==> config.mk <==
export PLATFORM = sky130hd
export DESIGN_NAME = bp_update_stage
export DESIGN_NICKNAME = d
export VERILOG_FILES = /design/src/logic/bp_pkg.sv /design/src/logic/bp_update_stage.sv
export VERILOG_INCLUDE_DIRS = /design/src /design/src/include
export SDC_FILE = /design/constraint.sdc
export NUM_CORES = 1
export LEC_CHECK = 0
export BUFFER_PORTS_ARGS = -buffer_cell sky130_fd_sc_hd__buf_2
export CAP_MARGIN = 20
export CORE_UTILIZATION = 46
export DETAILED_ROUTE_END_ITERATION = 16
export PLACE_DENSITY = 0.77
export SYNTH_ARGS = -nofsm -noshare
export SYNTH_HDL_FRONTEND = slang
export SYNTH_SLANG_ARGS = --single-unit
export TNS_END_PERCENT = 5
==> constraint.sdc <==
create_clock -name clk -period 3.21 [get_ports clk]
set_input_delay 0.642 -clock clk [delete_from_list [all_inputs] [get_ports clk]]
set_output_delay 0.642 -clock clk [all_outputs]
set_load 0.03 [all_outputs]
==> src/include/bp_params.svh <==
/*
 * branch predictor sizing and enable macros
 * table depth, way count, index and tag widths
 */

`ifndef BP_PARAMS_SVH
`define BP_PARAMS_SVH

// ======================================================================
// table geometry
// ======================================================================
`define BP_TABLE_ENTRIES 64                        // sets per way
`define BP_WAYS 2                                  // associativity

// index comes from pc bits above bit 1
`define BP_INDEX_W $clog2(`BP_TABLE_ENTRIES)
`define BP_TAG_W (30 - `BP_INDEX_W)                // remaining upper pc bits

// 0 keeps training the table but never follows its targets
`define BP_USE_PREDICTOR 1

`endif
==> src/logic/bp_pkg.sv <==
/*
 * shared types of the branch prediction unit
 * table entry, fetch tag, branch result, table write, redirect, prediction
 */

`include "bp_params.svh"

package bp_pkg;

    // one tag bank word
    typedef struct packed {
        logic                 valid;
        logic [`BP_TAG_W-1:0] tag;
        logic [1:0]           counter;  // 2-bit saturating counter
    } bp_entry_t;

    // carried with each fetch toward execute
    typedef struct packed {
        logic [31:0]         pc;
        logic                pred_used;
        logic [31:0]         pred_pc;
        logic [`BP_WAYS-1:0] hit_way;   // one-hot
        logic [1:0]          counter;
    } fetch_tag_t;

    // resolved branch, echoes the fetch tag fields back
    typedef struct packed {
        logic                valid;
        logic [31:0]         pc;
        logic                taken;
        logic [31:0]         jump_pc;
        logic                pred_used;
        logic [31:0]         pred_pc;
        logic [`BP_WAYS-1:0] hit_way;
        logic [1:0]          counter;
    } branch_result_t;

    typedef struct packed {
        logic [`BP_WAYS-1:0]   we;      // one enable per way
        logic [`BP_INDEX_W-1:0] index;
        bp_entry_t             entry;
        logic [31:0]           target;
    } table_write_t;

    typedef struct packed {
        logic        valid;
        logic [31:0] pc;
    } redirect_t;

    typedef struct packed {
        logic                hit;
        logic                use_pred;  // hit qualified by the predictor enable
        logic [31:0]         target;
        logic [`BP_WAYS-1:0] hit_way;
        logic [1:0]          counter;
    } prediction_t;

endpackage

==> src/logic/bp_update_stage.sv <==
/*
 * table training from resolved branches
 * counter update, stored target, replacement ring, redirect
 */

`timescale 1ns/10ps

`include "bp_params.svh"

module bp_update_stage (
    input  logic                   clk,
    input  logic                   rst,
    input  bp_pkg::branch_result_t br_result,
    output bp_pkg::table_write_t   table_write,
    output bp_pkg::redirect_t      redirect
);
    import bp_pkg::*;

    localparam int WAYS  = `BP_WAYS;
    localparam int IDX_W = `BP_INDEX_W;
    localparam int TAG_W = `BP_TAG_W;

    branch_result_t  br_q;
    logic [WAYS-1:0] ring;        // one-hot replacement pointer
    logic [WAYS-1:0] write_way;
    logic [1:0]      new_ctr;
    logic [31:0]     seq_pc;
    logic [31:0]     correct_pc;
    logic [31:0]     stored_target;

    // ======================================================================
    // result register and replacement ring
    // ======================================================================
    always_ff @(posedge clk) begin
        if (rst) br_q.valid <= 1'b0;
        else     br_q       <= br_result;
    end

    // rotates every cycle whether or not a write happens
    always_ff @(posedge clk) begin
        if (rst) ring <= WAYS'(1);
        else     ring <= (ring << 1) | WAYS'(ring[WAYS-1]);
    end

    // ======================================================================
    // training
    // ======================================================================
    always_comb begin
        if (!br_q.pred_used) begin
            new_ctr = br_q.taken ? 2'b11 : 2'b00;  // fresh entry starts strong
        end else if (br_q.taken) begin
            new_ctr = (br_q.counter == 2'b11) ? 2'b11 : br_q.counter + 2'd1;
        end else begin
            new_ctr = (br_q.counter == 2'b00) ? 2'b00 : br_q.counter - 2'd1;
        end
    end

    assign seq_pc        = br_q.pc + 32'd4;
    assign correct_pc    = br_q.taken ? br_q.jump_pc : seq_pc;
    assign stored_target = new_ctr[1] ? br_q.jump_pc : seq_pc;  // weak counters point past

    // keep the way that hit, otherwise replace
    assign write_way = br_q.pred_used ? br_q.hit_way : ring;

    always_comb begin
        table_write.we            = {WAYS{br_q.valid}} & write_way;
        table_write.index         = br_q.pc[2 +: IDX_W];
        table_write.entry.valid   = 1'b1;
        table_write.entry.tag     = br_q.pc[31 -: TAG_W];
        table_write.entry.counter = new_ctr;
        table_write.target        = stored_target;
    end

    // ======================================================================
    // redirect
    // ======================================================================
    always_comb begin
        redirect.pc = correct_pc;
        if (br_q.pred_used) begin
            redirect.valid = br_q.valid && (br_q.pred_pc != correct_pc);
        end else begin
            redirect.valid = br_q.valid && br_q.taken;  // fell through a taken branch
        end
    end

endmodule

# Word level (Yosys, flattened, before mapping)
# Cells that the tools add are included.
totals:
  inputBits: 105
  ff_bits: 105
classes:
  n_reduce_logical: 3
  mux: 9
  bitwise: 2
  add_sub_neg: 3
  n_eq_ne: 2
op_table:
  columns: ["operator", "count"]
  rows:
  - ["$mux W32", 2]
  - ["$add A32 B3 Y32 const B", 1]
  - ["$ne A32 B32 Y1", 1]
  - ["$mux W2", 6]
  - ["$add A2 B1 Y2 const B", 1]
  - ["$and A2 B2 Y2", 1]
  - ["$eq A2 B2 Y1 const B", 1]
  - ["$logic_and A1 B1 Y1", 2]
  - ["$logic_not A2 Y1", 1]
  - ["$or A2 B1 Y2", 1]
  - ["$sub A2 B1 Y2 const B", 1]
  - ["$mux W1", 1]

# Depth between registers and ports, before layout
logic_depth:
  word_depth: 5
  mapped_depth: 11
  depth_no_buf: 9

# Worst setup path after synthesis
# Ideal clock, no wire load.
synth_path:
  kind: "reg2out"
  start: "register br_q (netlist bit table_write[59])"
  end: "output port redirect[32] (netlist bit)"
  path_buffers: 0
  slack_ns: -0.172
  t_required_ns: 2.568
  t_arrival_ns: 2.740
  path_stages_with_launch: 10
  cell_sequence: "edfxtp_1 ha_1 nand3_2 or3_4 nor4_4 xor2_1 a211o_1 a2111o_1 and4bb_1 a31oi_1"
synth_lines:
  columns: ["element", "line_no", "rtl"]
  rows:
  - ["from (decl)", "bp_update_stage.sv:23", "branch_result_t br_q;"]
  - ["from (signal assigned)", "bp_update_stage.sv:36", "else br_q <= br_result;"]
  - ["to (decl)", "bp_update_stage.sv:15", "output bp_pkg::redirect_t redirect"]

==> metrics.cfg <==
[detailed_routing]
dr_wl_met3_mm = 1.07
drtPass1Iterations = 5
vias = 5220
drt_iter0_markers = 318
post_drt_wl_per_cell_microns = 18.3
drc = 0
wl_met1_mm = 7.86
top_layer = met4
via_per_inst = 5.23
routed_wl_mm = 18.2
ant_nets = 0
wl_met2_mm = 8.97

[power]
ir_worst_vdd_v = 0.000595
p_per_area_nw_per_um2 = 490
p_leak_uw = 0.00356

[sta]
setup_viol = 5
slew_violations = 0
fmax_ghz = 0.269
fin_ws_ns = -0.507
fin_crit_ns = 3.72
rsz0062_at_grt = yes
fin_setup_tns_ns = -0.692
worst_pin_slew_ns = 0.559
hold_viol_final = 0
fin_skew_ns = 0.00283
layout_worst_path_cycle_share_pct = 116
max_slew_margin_pct = 62.7

[floorplanning]
coreArea_sq_um = 12700
pin_count = 205
rows = 41
die_h_microns = 116
initial_core_util_pct = 47.3
die_width_microns = 116
die_area_sq_um = 13500

[cts]
ctsLongestPathBuffers = 2
h-tree-depth = 3
cts_tree = yes
clock-sinks = 105
root_buffer = clkbuf_16
cts_hold_buffers = 0
clock_latency_ns = 0.36
clkTransAtPathRegs_ns = 0.08
numCtsBuffers = 9

[global_route]
grt_use_total_pct = 27.3
grt_max_degree = 54
grt_pass1_vias = 5152
antenna_found_initial = 0
grt_overflow_total = 0
grt_pass1_wl_mm = 27.0

[job]
cap_violations = 0

[layout]
multi_input_area_sq_um = 2670
nNetsFinal = 927
fillCellCount = 1056
syn_to_final_growth_pct = 37.5
antennaDiodeCount = 0
layout-drive-gt1-share_pct = 46.5
seqCellArea_sq_um = 3120

[yosys]
synth-xor-area-share_pct = 10.8
syn_nets = 662
synth_common_cells = edfxtp_1, nand2_1, nor2_1, xnor2_1, buf_4
synth_ff_type = edfxtp_1
synth-async-reset-ratio_pct = 0
synth_compound_area_share_pct = 7.73
yosysTopAreaCellShare_pct = 51.1
synth_cells = 556
synthTopCellsByArea = edfxtp_1, xnor2_1, nand2_1
yosys.area_share.simple_pct = 17.4
avgSynthCellArea_sq_um = 10.8
yosysTopAreaCell = edfxtp_1
synthAdderAreaFrac_pct = 0.209
synth_top_family_by_area = simple AND/OR/NAND/NOR gates
synth.area.mux_share_pct = 5.18
synth_area_sq_um = 5990
synth-seq-cells = 105
ys.warnings.count = 0
synth.distinct_cells = 62
synth-edff-count = 102
yosysMostFrequentCell = edfxtp_1
seq_area_frac_synth_pct = 52.1

[critical_path]
start_kind = register
critical_path_class = reg -> out
cp_max_fo = 3
critPathArrivalTime_ns = 3.08
crit_path_end_kind = output port
worstPathRequired_ns = 2.57

[worst_hold_path]
hold_class = in -> reg

[outcome]
status = finished, violations left
violations = negative setup slack

[placement]
io_buffers = 203
place_congestion = 0.969
dp_slack_ns = -0.248
dp_hpwl_mm = 14.0

==> critical path, stage by stage (launching register included) <==
cell and delay [ns]:
edfxtp_1 0.36, buf_4 0.13, buf_4 0.11, buf_4 0.11
nand3_4 0.06, or3_4 0.35, nor4_4 0.19, xor2_1 0.13
a211o_1 0.31, a2111o_1 0.38, and4bb_1 0.33, a31oi_4 0.09
buf_6 0.15
==> final cells by class <==
type / count / share of cell area, %
Sequential cell: 105 / 37.9
Multi-Input combinational cell: 383 / 32.4
Timing Repair Buffer: 313 / 23.1
Clock buffer: 9 / 2.73
Tap cell: 172 / 2.61
Clock inverter: 7 / 0.714
Inverter: 9 / 0.441
==> per-stage QoR <==
stage | power [uW] | hold slack, ns | util [%] | instances | area (sq um)
floorplan | 2500 | 0.416 | - | 556 | 6030
global placement | 2910 | 0.427 | 60.2 | 966 | 7620
detailed placement | 2920 | 0.442 | 60.2 | 966 | 7620
CTS | 4030 | 0.436 | 63.7 | 990 | 8070
global route | 4190 | 0.431 | 65.0 | 998 | 8240
finish | 4040 | 0.445 | 65.0 | 998 | 8240
==> layer usage <==
metal  vias up  track usage (%)
li1       2508                -
met1      2474             35.5
met2       220             46.3
met3        18             5.09
met4         0             8.55
met5         -                0
==> state kept, by name, indices dropped and copies added, names as in the netlist <==
signal / count
br_q: 73
table_write: 30
ring: 2
==> power by group <==
group	total (uW)	switching [uW]	internal, uW
sequential	1730	103	1630
clock	1080	539	543
combinational	1220	753	472
total	4040	1400	2640
==> cell families (layout without fill, tap and decap cells) <==
family | Yosys count | after routing
buffers and inverters | 68 | 338
xor gates and xnor gates | 72 | 72
DFF | 105 | 105
AOI/OAI and AO/OA | 72 | 72
muxes | 28 | 28
and+or+nand+nor | 209 | 209
other | 1 | 1
adders and majority gates | 1 | 1
==> path summary, 6_finish.rpt <==
check,startpoint,endpoint,slack [ns],cells after the start
worst max-delay path,table_write[62],redirect[32],-0.51,12
worst min-delay path,br_result[5],br_q[5],0.45,1
worst max register to register,ring[1],ring[0],2.50,1
worst min register to register,ring[1],ring[0],0.46,1
==> layout by cell type (no fill, tap or decap), drive strengths merged, types with 2 or more instances in the layout <==
| master | count |
|---|---|
| o21ai | 7 |
| a2111oi | 3 |
| nor2b | 8 |
| clkinv | 2 |
| and3 | 7 |
| nor3b | 3 |
| a31oi | 6 |
| a21o | 2 |
| xor2 | 31 |
| o31ai | 2 |
| nor2 | 45 |
| and4 | 2 |
| a221oi | 2 |
| nand2 | 74 |
| or2 | 3 |
| mux2i | 4 |
| a41oi | 2 |
| a22oi | 3 |
| mux2 | 24 |
| nor4 | 7 |
| a21oi | 32 |
| and2 | 4 |
| inv | 14 |
| xnor2 | 40 |
| edfxtp | 102 |
| a311oi | 2 |
| nor3 | 13 |
| dfxtp | 3 |
| clkbuf | 9 |
| buf | 313 |
| nand4 | 16 |
| nand3 | 14 |
| nand2b | 4 |
| or3 | 3 |
==> repair_timing <==
item / CTS / global route
pin swaps: 14 / 17
buffers inserted: 8 / 8
gates resized for setup: 25 / 25
endpoints found under the setup margin: 9 / 32
cloned: 0 / 0
Power figures use the tool's default switching activity.
