[config.mk]
export PLATFORM = sky130hd
export DESIGN_NAME = fetch_pc_stage
export DESIGN_NICKNAME = d
export VERILOG_FILES = /design/src/logic/bp_pkg.sv /design/src/logic/fetch_pc_stage.sv
export VERILOG_INCLUDE_DIRS = /design/src /design/src/include
export SDC_FILE = /design/constraint.sdc
export NUM_CORES = 1
export LEC_CHECK = 0
export ABC_AREA = 1
export BUFFER_PORTS_ARGS = -buffer_cell sky130_fd_sc_hd__buf_2
export CORE_AREA = 4 4 97 117
export DETAILED_ROUTE_END_ITERATION = 7
export DIE_AREA = 0 0 101 121
export PLACE_DENSITY = 0.91
export SLEW_MARGIN = 20
export SYNTH_ARGS = -nofsm -noshare
export SYNTH_HDL_FRONTEND = slang
export SYNTH_SLANG_ARGS = --single-unit
export TNS_END_PERCENT = 100
[constraint.sdc]
create_clock -name clk -period 2.1 [get_ports clk]
set_clock_uncertainty 0.05 [all_clocks]
set_input_delay 0.21 -clock clk [delete_from_list [all_inputs] [get_ports clk]]
set_output_delay 0.21 -clock clk [all_outputs]
set_load 0.005 [all_outputs]
[src/include/bp_params.svh]
/*
 * branch predictor sizing and enable macros
 * table depth, way count, index and tag widths
 */

`ifndef BP_PARAMS_SVH
`define BP_PARAMS_SVH

// ======================================================================
// table geometry
// ======================================================================
`define BP_TABLE_ENTRIES 64                        // sets per way
`define BP_WAYS 2                                  // associativity

// index comes from pc bits above bit 1
`define BP_INDEX_W $clog2(`BP_TABLE_ENTRIES)
`define BP_TAG_W (30 - `BP_INDEX_W)                // remaining upper pc bits

// 0 keeps training the table but never follows its targets
`define BP_USE_PREDICTOR 1

`endif
[src/logic/bp_pkg.sv]
/*
 * shared types of the branch prediction unit
 * table entry, fetch tag, branch result, table write, redirect, prediction
 */

`include "bp_params.svh"

package bp_pkg;

    // one tag bank word
    typedef struct packed {
        logic                 valid;
        logic [`BP_TAG_W-1:0] tag;
        logic [1:0]           counter;  // 2-bit saturating counter
    } bp_entry_t;

    // carried with each fetch toward execute
    typedef struct packed {
        logic [31:0]         pc;
        logic                pred_used;
        logic [31:0]         pred_pc;
        logic [`BP_WAYS-1:0] hit_way;   // one-hot
        logic [1:0]          counter;
    } fetch_tag_t;

    // resolved branch, echoes the fetch tag fields back
    typedef struct packed {
        logic                valid;
        logic [31:0]         pc;
        logic                taken;
        logic [31:0]         jump_pc;
        logic                pred_used;
        logic [31:0]         pred_pc;
        logic [`BP_WAYS-1:0] hit_way;
        logic [1:0]          counter;
    } branch_result_t;

    typedef struct packed {
        logic [`BP_WAYS-1:0]   we;      // one enable per way
        logic [`BP_INDEX_W-1:0] index;
        bp_entry_t             entry;
        logic [31:0]           target;
    } table_write_t;

    typedef struct packed {
        logic        valid;
        logic [31:0] pc;
    } redirect_t;

    typedef struct packed {
        logic                hit;
        logic                use_pred;  // hit qualified by the predictor enable
        logic [31:0]         target;
        logic [`BP_WAYS-1:0] hit_way;
        logic [1:0]          counter;
    } prediction_t;

endpackage

[src/logic/fetch_pc_stage.sv]
/*
 * fetch address register and four-phase memory requester
 * redirect latch and next address choice
 */

`timescale 1ns/10ps

module fetch_pc_stage (
    input  logic                clk,
    input  logic                rst,
    output logic                fetch_req,
    output logic [31:0]         fetch_addr,
    input  logic                fetch_ack,
    output bp_pkg::fetch_tag_t  fetch_tag,
    output logic                new_request,
    output logic [31:0]         next_pc,
    input  bp_pkg::prediction_t prediction,
    input  bp_pkg::redirect_t   redirect
);
    import bp_pkg::*;

    localparam logic [31:0] RESET_PC = 32'h0000_0000;

    typedef enum logic [1:0] {
        ST_BOOT,  // first table read after reset
        ST_REQ,   // req high, waiting for ack
        ST_DROP,  // req low, waiting for ack to fall
        ST_GAP    // one idle cycle before the next req
    } state_t;

    state_t      state, state_next;
    logic [31:0] pc_q;
    logic [31:0] seq_pc;
    logic        redir_pending;
    logic [31:0] redir_pc;
    logic        fetch_done;

    assign seq_pc     = pc_q + 32'd4;
    assign fetch_done = (state == ST_REQ) && fetch_ack;

    // ======================================================================
    // requester FSM
    // ======================================================================
    always_comb begin
        state_next = state;
        case (state)
            ST_BOOT: state_next = ST_GAP;
            ST_REQ:  if (fetch_ack) state_next = ST_DROP;
            ST_DROP: if (!fetch_ack) state_next = ST_GAP;
            ST_GAP:  if (!fetch_ack) state_next = ST_REQ;
            default: state_next = ST_BOOT;
        endcase
    end

    always_ff @(posedge clk) begin
        if (rst) state <= ST_BOOT;
        else     state <= state_next;
    end

    assign fetch_req  = (state == ST_REQ);
    assign fetch_addr = pc_q;

    // table read for the address about to be fetched
    assign new_request = fetch_done || (state == ST_BOOT);

    // ======================================================================
    // next address and redirect latch
    // ======================================================================
    always_comb begin
        if (state == ST_BOOT)        next_pc = pc_q;
        else if (redirect.valid)     next_pc = redirect.pc;  // arriving right at ack
        else if (redir_pending)      next_pc = redir_pc;
        else if (prediction.use_pred) next_pc = prediction.target;
        else                         next_pc = seq_pc;
    end

    always_ff @(posedge clk) begin
        if (rst)             pc_q <= RESET_PC;
        else if (fetch_done) pc_q <= next_pc;
    end

    always_ff @(posedge clk) begin
        if (rst) begin
            redir_pending <= 1'b0;
        end else if (fetch_done) begin
            redir_pending <= 1'b0;    // consumed by this ack
        end else if (redirect.valid) begin
            redir_pending <= 1'b1;
        end
    end

    always_ff @(posedge clk) begin
        if (redirect.valid) redir_pc <= redirect.pc;  // newest wins
    end

    always_comb begin
        fetch_tag.pc        = pc_q;
        fetch_tag.pred_used = prediction.use_pred;
        fetch_tag.pred_pc   = prediction.use_pred ? prediction.target : seq_pc;
        fetch_tag.hit_way   = prediction.hit_way;
        fetch_tag.counter   = prediction.counter;
    end

endmodule

; Word level (Yosys, flattened, before mapping)
; Cells that the tools add are included.
[totals]
register_bits = 67
input_bits = 74
wordCells = 24
[classes]
n_addsub = 1
n_eq_ne = 6
n_mux = 8
n_reduce_logical = 5
[op_table]
columns = op, count
row1 = $mux W32, 4
row2 = $add A32 B3 Y32 const B, 1
row3 = $pmux W2 S4, 1
row4 = $mux W2, 3
row5 = $eq A2 B2 Y1 const B, 2
row6 = $ne A2 B2 Y1 const B, 2
row7 = $reduce_and A3 Y1, 1
row8 = $eq A2 B1 Y1 const B, 1
row9 = $logic_not A2 Y1, 1
row10 = $ne A2 B1 Y1 const B, 1
row11 = $reduce_or A2 Y1, 1
row12 = $logic_and A1 B1 Y1, 1
row13 = $logic_or A1 B1 Y1, 1

; Depth between registers and ports, before layout
; Gate-level depths: netlist (run 1).
[logic_depth]
word_depth = 5
mapped_depth = 14
mapped_depth_nobuf = 14

; Least setup slack after synthesis (run 1)
; No wires, ideal clock.
[synth_timing]
kind = reg2out
startpoint = reg pc_q[3], in the netlist fetch_addr[3]
endpoint = out next_pc[24]
arrival_ps = 1556
slack_ps = 284
path_stages_with_launch = 12
n_path_buf = 0
cell_sequence = dfxtp_1 -> ha_1 -> nand2_1 -> nor2_4 -> nand2_1 -> nor2_1 -> nand2_1 -> nand2_1 -> nand3_1 -> nand3_1 -> nand2_1 -> a21boi_0
[synth_via]
elab_chain_len = 5
[synth_lines]
columns = item, line
row1 = start: declaration, fetch_pc_stage.sv:32  ; logic [31:0] pc_q;
row2 = start signal: assignment, fetch_pc_stage.sv:79  ; else if (fetch_done) pc_q <= next_pc;
row3 = $add A32 B3 Y32, fetch_pc_stage.sv:38  ; assign seq_pc = pc_q + 32'd4;
row4 = $mux W32, fetch_pc_stage.sv:73  ; else if (prediction.use_pred) next_pc = prediction.target;
row5 = $mux W32, fetch_pc_stage.sv:72  ; else if (redir_pending) next_pc = redir_pc;
row6 = $mux W32, fetch_pc_stage.sv:71  ; else if (redirect.valid) next_pc = redirect.pc;
row7 = $mux W32, fetch_pc_stage.sv:70  ; if (state == ST_BOOT) next_pc = pc_q;
row8 = end: declaration, fetch_pc_stage.sv:16  ; output logic [31:0] next_pc,
; No other way between the ends.

; Worst setup path in the final report (run 1)
[layout_timing]
startpoint = reg pc_q[3], in the netlist fetch_addr[3]
endpoint = out next_pc[14]
; Same word-level chain as after synthesis.

==> flow_summary_export.csv, run 1 <==
group,metric,value,unit
floorplan,rows,41,
floorplan,die_x,101,µm
worst_setup_path,start_kind,"register",
clock_network,clock_path_buffers,2,
floorplan,ioPinCount,209,
synth,yosys_warnings,0,
drt,vias,6053,
outcome,status,"complete, but fails checks",
cells_and_area,finalNetCount,1047,
drt,firstDrtPassIters,5,
power_and_ir_drop,p_leak,3.66,nW
drt,viasPerCell,5.47,
synth,synth_cell_types,34,
worst_setup_path,crit_buf_inv,1,
synth,async_flop_share,0,%
worst_setup_path,cp.arrival,2.06,ns
sta,hold_violations,0,
clock_network,cts_made_buffers,9,
worst_setup_path,worstPathRequired,1.84,ns
drt,postRouteAntennaNets,0,
floorplan,dieArea,12200,µm²
grt,grt_pass1_vias,5573,
synth,synth_common_cells,"nand2_1 (264), nor2_1 (91), nand3_1 (61), inv_1 (49), buf_4 (39)",
synth,netlist_instances,751,
worst_setup_path,cp_max_fo,5,
clock_network,path_clk_slew,0.06,ns
placement,place_congestion,0.906,
clock_network,cts_tree,"yes",
synth,yosysTopAreaCell,"nand2_1",
clock_network,h-tree-depth,3,
clock_network,clock_latency,0.34,ns
drt,wire_per_inst,17.1,µm
synth,synth_most_common_cell,"nand2_1",
sta,report.final.slew_viol_count,0,
synth,synthTopCellsByArea,"nand2_1 (20%), edfxtp_1 (20%), dfxtp_1 (14%)",
synth,synth_edf_count,32,
synth,synthMuxAreaShare,0,%
grt,grt_pass1_wl,27.3,mm
synth,synth_fp_nets,826,
sta,timing.slew.headroom,44.2,%
worst_setup_path,crit_path_end_kind,"primary output",
sta,fmax,431,MHz
power_and_ir_drop,power.density,558,nW/µm²
placement,placed_area,5960,µm²
worst_setup_path,crit_slowest_cell,"dfxtp_4",
placement,io_buffers,199,
worst_setup_path,path_delay_family,"simple AND/OR/NAND/NOR gates",
synth,synth.avg_cell_area,6.51,µm²
worst_setup_path,crit_path_max_incr_delay,0.36,ns
clock_network,clockRootBuffer,"clkbuf_16",
sta,setup_viol,36,
run,drv_cap,0,
synth,ys_seq_elements,67,
cells_and_area,design_area,7290,µm²
cells_and_area,drive_gt1_share,49.0,%
drt,drc_errors,0,
sta,fin_ws,-0.221,ns
synth,synth-simple-area-share,40.7,%
sta,layout_min_cycle_time,2.32,ns
synth,synth_top_family_by_area,"simple AND/OR/NAND/NOR gates",
power_and_ir_drop,max-vdd-ir-drop,0.000408,V
floorplan,die_h,121,µm
worst_setup_path,crit_chain,"ha_4 > nand2_4 > nor2_4 > nand2_4 > nor2_4 > xor2_1 > nand2_1 > nand3_1 > nand2_1 > a21boi_1 > buf_2",
drt,routed_wl,18.9,mm
synth,synth_compound_area_share,12.0,%
synth,synth_top_cell_area_share,20.3,%
outcome,violations,"setup timing",
hold_path,hp-class,"input pin to register",
synth,yosys.area_share.adder,0.256,%
sta,period_share,111,%
synth,synth_area,4890,µm²
power_and_ir_drop,finalPower,0.00406,W
synth,synth_ff_type,"dfxtp_1",
worst_setup_path,criticalPathCategory,"register to primary output",
clock_network,hold_buffers,0,
drt,drt-initial-drc-count,518,
placement,place_hpwl,12.4,mm
floorplan,core_area,10300,µm²
sta,tightest_slew,0.837,ns
sta,rsz0062_at_grt,"true",
grt,antenna_found_initial,1,
grt,overflow,0,
floorplan,start_util,47.4,%
clock_network,cts_sinks,67,
synth,synth-seq-area-share,34.0,%
cells_and_area,fillCellCount,769,
cells_and_area,syn_to_final_growth,49.1,%
synth,synth_xor_area_share,0.538,%
grt,grt_max_degree,43,
grt,grt.total_usage,28.3,%
-- sequential cells by signal, summed over array words and instances (netlist names) --
register / flops
redir_pc: 32
fetch_addr: 32
state: 2
redir_pending: 1
-- logic make-up after synthesis --
family | count (synthesis)
compound gates | 100
flops | 67
xor+xnor | 3
simple gates | 462
fa+ha+maj | 1
buf+inv | 118
-- power breakdown --
part           switching, W  internal (W)  total [W]  leakage (nW)
Sequential        0.0000543       0.00145    0.00150         0.611
Combinational      0.000585      0.000459    0.00104          2.91
Clock              0.000564      0.000952    0.00152         0.141
Total               0.00120       0.00286    0.00406          3.66
-- path summary, 6_finish.rpt --
kind | from | to | slack [ns] | cells after the start
setup / recovery | fetch_addr[3] | next_pc[14] | -0.22 | 11
hold / removal | redirect[6] | redir_pc[6] | 0.004 | 1
setup reg to reg | fetch_addr[2] | fetch_addr[7] | 0.08 | 16
hold reg to reg | fetch_addr[17] | fetch_addr[17] | 0.47 | 2
-- per-layer routing --
metal	wire, µm	global-route usage (%)	vias to the layer above
met5	0	0	-
met4	772	15.3	0
met3	1650	4.49	78
met2	9580	47.7	366
met1	6900	34.3	2781
li1	-	-	2828
-- cells in the final DEF, fill, tap and decap left out, types with 2 or more instances in the layout --
cell type / instances
clkbuf_16: 9
dfxtp_2: 12
xor2_1: 3
a21oi_1: 33
o21ai_2: 10
buf_12: 2
clkbuf_1: 4
nor2_2: 11
edfxtp_1: 32
o21ai_0: 18
a21boi_1: 9
and2_4: 5
inv_4: 2
a21oi_4: 2
buf_6: 27
inv_1: 46
nand3_2: 33
nor2_4: 20
nor2_1: 70
o211ai_1: 4
nand2_2: 46
buf_2: 192
o21ai_1: 8
buf_4: 57
nand2_1: 215
a22oi_2: 2
dfxtp_4: 10
nand2_4: 13
dfxtp_1: 13
a22oi_1: 5
nand3_4: 2
nand3_1: 31
and2_1: 3
a21boi_2: 3
o21a_1: 3
or2_2: 12
-- what timing repair did --
item / in CTS / in global routing
pin swaps: 32 / 60
setup buffers: 18 / 30
setup endpoints to repair: 41 / 50
resized for setup: 81 / 150
-- per-stage QoR --
stage	setup WS (ns)	TNS, ns	util (%)	cells	hold slack (ns)
6_report	-0.221	-4.30	70.7	1107	0.00418
3_3_place_gp	0.111	0	57.8	1051	0.350
2_1_floorplan	0.284	0	-	751	0.229
5_1_grt	-0.342	-8.62	70.7	1107	0.00723
3_5_place_dp	0.0969	0	57.8	1051	0.352
4_1_cts	-0.214	-3.06	64.2	1085	0.00567
-- area by class of cell --
class | count | area [µm²] | area share (%)
Clock buffer | 14 | 254 | 3.49
Antenna cell | 1 | 2.50 | 0.0343
Sequential cell | 67 | 1710 | 23.5
Clock inverter | 2 | 35.0 | 0.481
Timing Repair Buffer | 278 | 1730 | 23.8
Inverter | 50 | 193 | 2.64
Tap cell | 129 | 161 | 2.22
Multi-Input combinational cell | 566 | 3190 | 43.8
Note: power is estimated with default switching activity, not from simulation.
==> inputs of run 2 (changes only) <==
CORE_AREA = 4 4 87 130   (was 4 4 97 117)
DIE_AREA = 0 0 91 134   (was 0 0 101 121)
==> flow_summary_export.csv, run 2 (synthesized netlist as in run 1, its figures left out) <==
group,metric,value,unit
clock_network,cts_tree,"yes",
floorplan,core_area,10100,µm²
sta,report.final.slew_viol_count,0,
hold_path,hp-class,"input pin to register",
sta,timing.slew.headroom,43.8,%
grt,grt_pass1_vias,5678,
run,drv_cap,0,
clock_network,clock_latency,0.34,ns
sta,hold_violations,0,
drt,postRouteAntennaNets,0,
clock_network,cts_sinks,67,
power_and_ir_drop,p_leak,3.56,nW
power_and_ir_drop,max-vdd-ir-drop,0.000467,V
worst_setup_path,crit_path_max_incr_delay,0.36,ns
worst_setup_path,crit_slowest_cell,"dfxtp_4",
clock_network,clock_path_buffers,2,
cells_and_area,drive_gt1_share,46.6,%
sta,setup_viol,43,
drt,viasPerCell,5.64,
drt,firstDrtPassIters,7,
clock_network,hold_buffers,0,
placement,io_buffers,199,
worst_setup_path,cp_max_fo,5,
sta,rsz0062_at_grt,"true",
sta,tightest_slew,0.842,ns
sta,period_share,111,%
grt,grt.total_usage,27.9,%
cells_and_area,fin_cells,1100,
floorplan,rows,45,
worst_setup_path,crit_path_end_kind,"primary output",
grt,grt_pass1_wl,27.6,mm
drt,drt-initial-drc-count,526,
power_and_ir_drop,finalPower,0.00399,W
clock_network,cts_made_buffers,9,
outcome,status,"complete, but fails checks",
floorplan,die_h,134,µm
floorplan,dieArea,12200,µm²
cells_and_area,fillCellCount,787,
worst_setup_path,cp.arrival,2.07,ns
sta,fmax,430,MHz
clock_network,clockRootBuffer,"clkbuf_16",
clock_network,h-tree-depth,3,
placement,placed_area,5960,µm²
cells_and_area,design_area,7130,µm²
cells_and_area,final_util,70.3,%
worst_setup_path,crit_chain,"buf_6 > nand2_4 > nor2_4 > nand2_4 > nor2_4 > buf_6 > nand3_1 > nand3_2 > nand3_1 > nand2_1 > nand2_1 > o21ai_2 > buf_2",
clock_network,path_clk_slew,0.06,ns
drt,routed_wl,18.7,mm
cells_and_area,final_common_cell,"nand2_1",
grt,grt_max_degree,56,
cells_and_area,finalNetCount,1053,
drt,vias,6202,
placement,dp.cells,1041,
placement,place_hpwl,12.6,mm
floorplan,ioPinCount,209,
outcome,violations,"setup timing",
cells_and_area,syn_to_final_growth,45.9,%
floorplan,die_x,91,µm
cells_and_area,antenna_cells,0,
worst_setup_path,start_kind,"register",
sta,fin_ws,-0.228,ns
power_and_ir_drop,power.density,560,nW/µm²
placement,place_congestion,0.972,
drt,wire_per_inst,17.0,µm
drt,drc_errors,0,
worst_setup_path,criticalPathCategory,"register to primary output",
floorplan,start_util,48.2,%
cells_and_area,final_cell_mix,"nand2_1 (229), buf_2 (196), nor2_1 (74)",
grt,overflow,0,
grt,antenna_found_initial,0,
worst_setup_path,worstPathRequired,1.84,ns
sta,layout_min_cycle_time,2.33,ns
run 2: final timing paths:
path	slack, ns	endpoint	cells after the start	startpoint
max	-0.23	next_pc[17]	13	fetch_addr[3]
min	0.003	redir_pc[8]	1	redirect[8]
max reg2reg	-0.06	fetch_addr[13]	16	fetch_addr[3]
min reg2reg	0.45	fetch_addr[31]	2	fetch_addr[31]
run 2: critical path: cells and delay by family (launching register included):
kind / cells / cell delay (ns)
DFF: 1 / 0.36
buffers and inverters: 3 / 0.39
and+or+nand+nor: 9 / 0.87
AOI/OAI and AO/OA: 1 / 0.07
run 2: through the flow:
step / hold WS, ns / setup TNS (ns) / setup WS, ns
finish: 0.00300 / -4.96 / -0.228
floorplan: 0.229 / 0 / 0.284
global route: 0.00814 / -8.01 / -0.320
CTS: 0.00521 / -3.15 / -0.186
global placement: 0.349 / 0 / 0.0962
detailed placement: 0.352 / 0 / 0.0512
run 2: timing repair:
item / CTS / global route
setup buffers: 28 / 19
gates resized for setup: 90 / 90
pin swaps: 39 / 53
endpoints found under the setup margin: 44 / 50
run 2: cell type report:
| cell class | instances | area [µm²] | area share [%] |
|---|---|---|---|
| clock buffer | 14 | 274 | 3.84 |
| clock inverter | 2 | 10.0 | 0.140 |
| inverter | 50 | 193 | 2.70 |
| multi-input combinational | 566 | 3050 | 42.9 |
| sequential | 67 | 1710 | 24.0 |
| tap | 117 | 146 | 2.05 |
| timing repair buffer | 284 | 1740 | 24.4 |
run 2: report_power, final:
| part | switching, W | total (W) | internal, W |
|---|---|---|---|
| combinational | 0.000574 | 0.00104 | 0.000465 |
| sequential | 0.0000508 | 0.00150 | 0.00145 |
| clock | 0.000559 | 0.00145 | 0.000892 |
run 2: metal layers:
layer  vias up  global-route usage (%)  part of all wire [%]
met3       100                    5.61                   9.2
met2       424                    49.9                    51
li1       2833                       -                     -
met1      2845                    31.7                    35
met4         0                    12.8                   5.0
met5         -                       0                     0
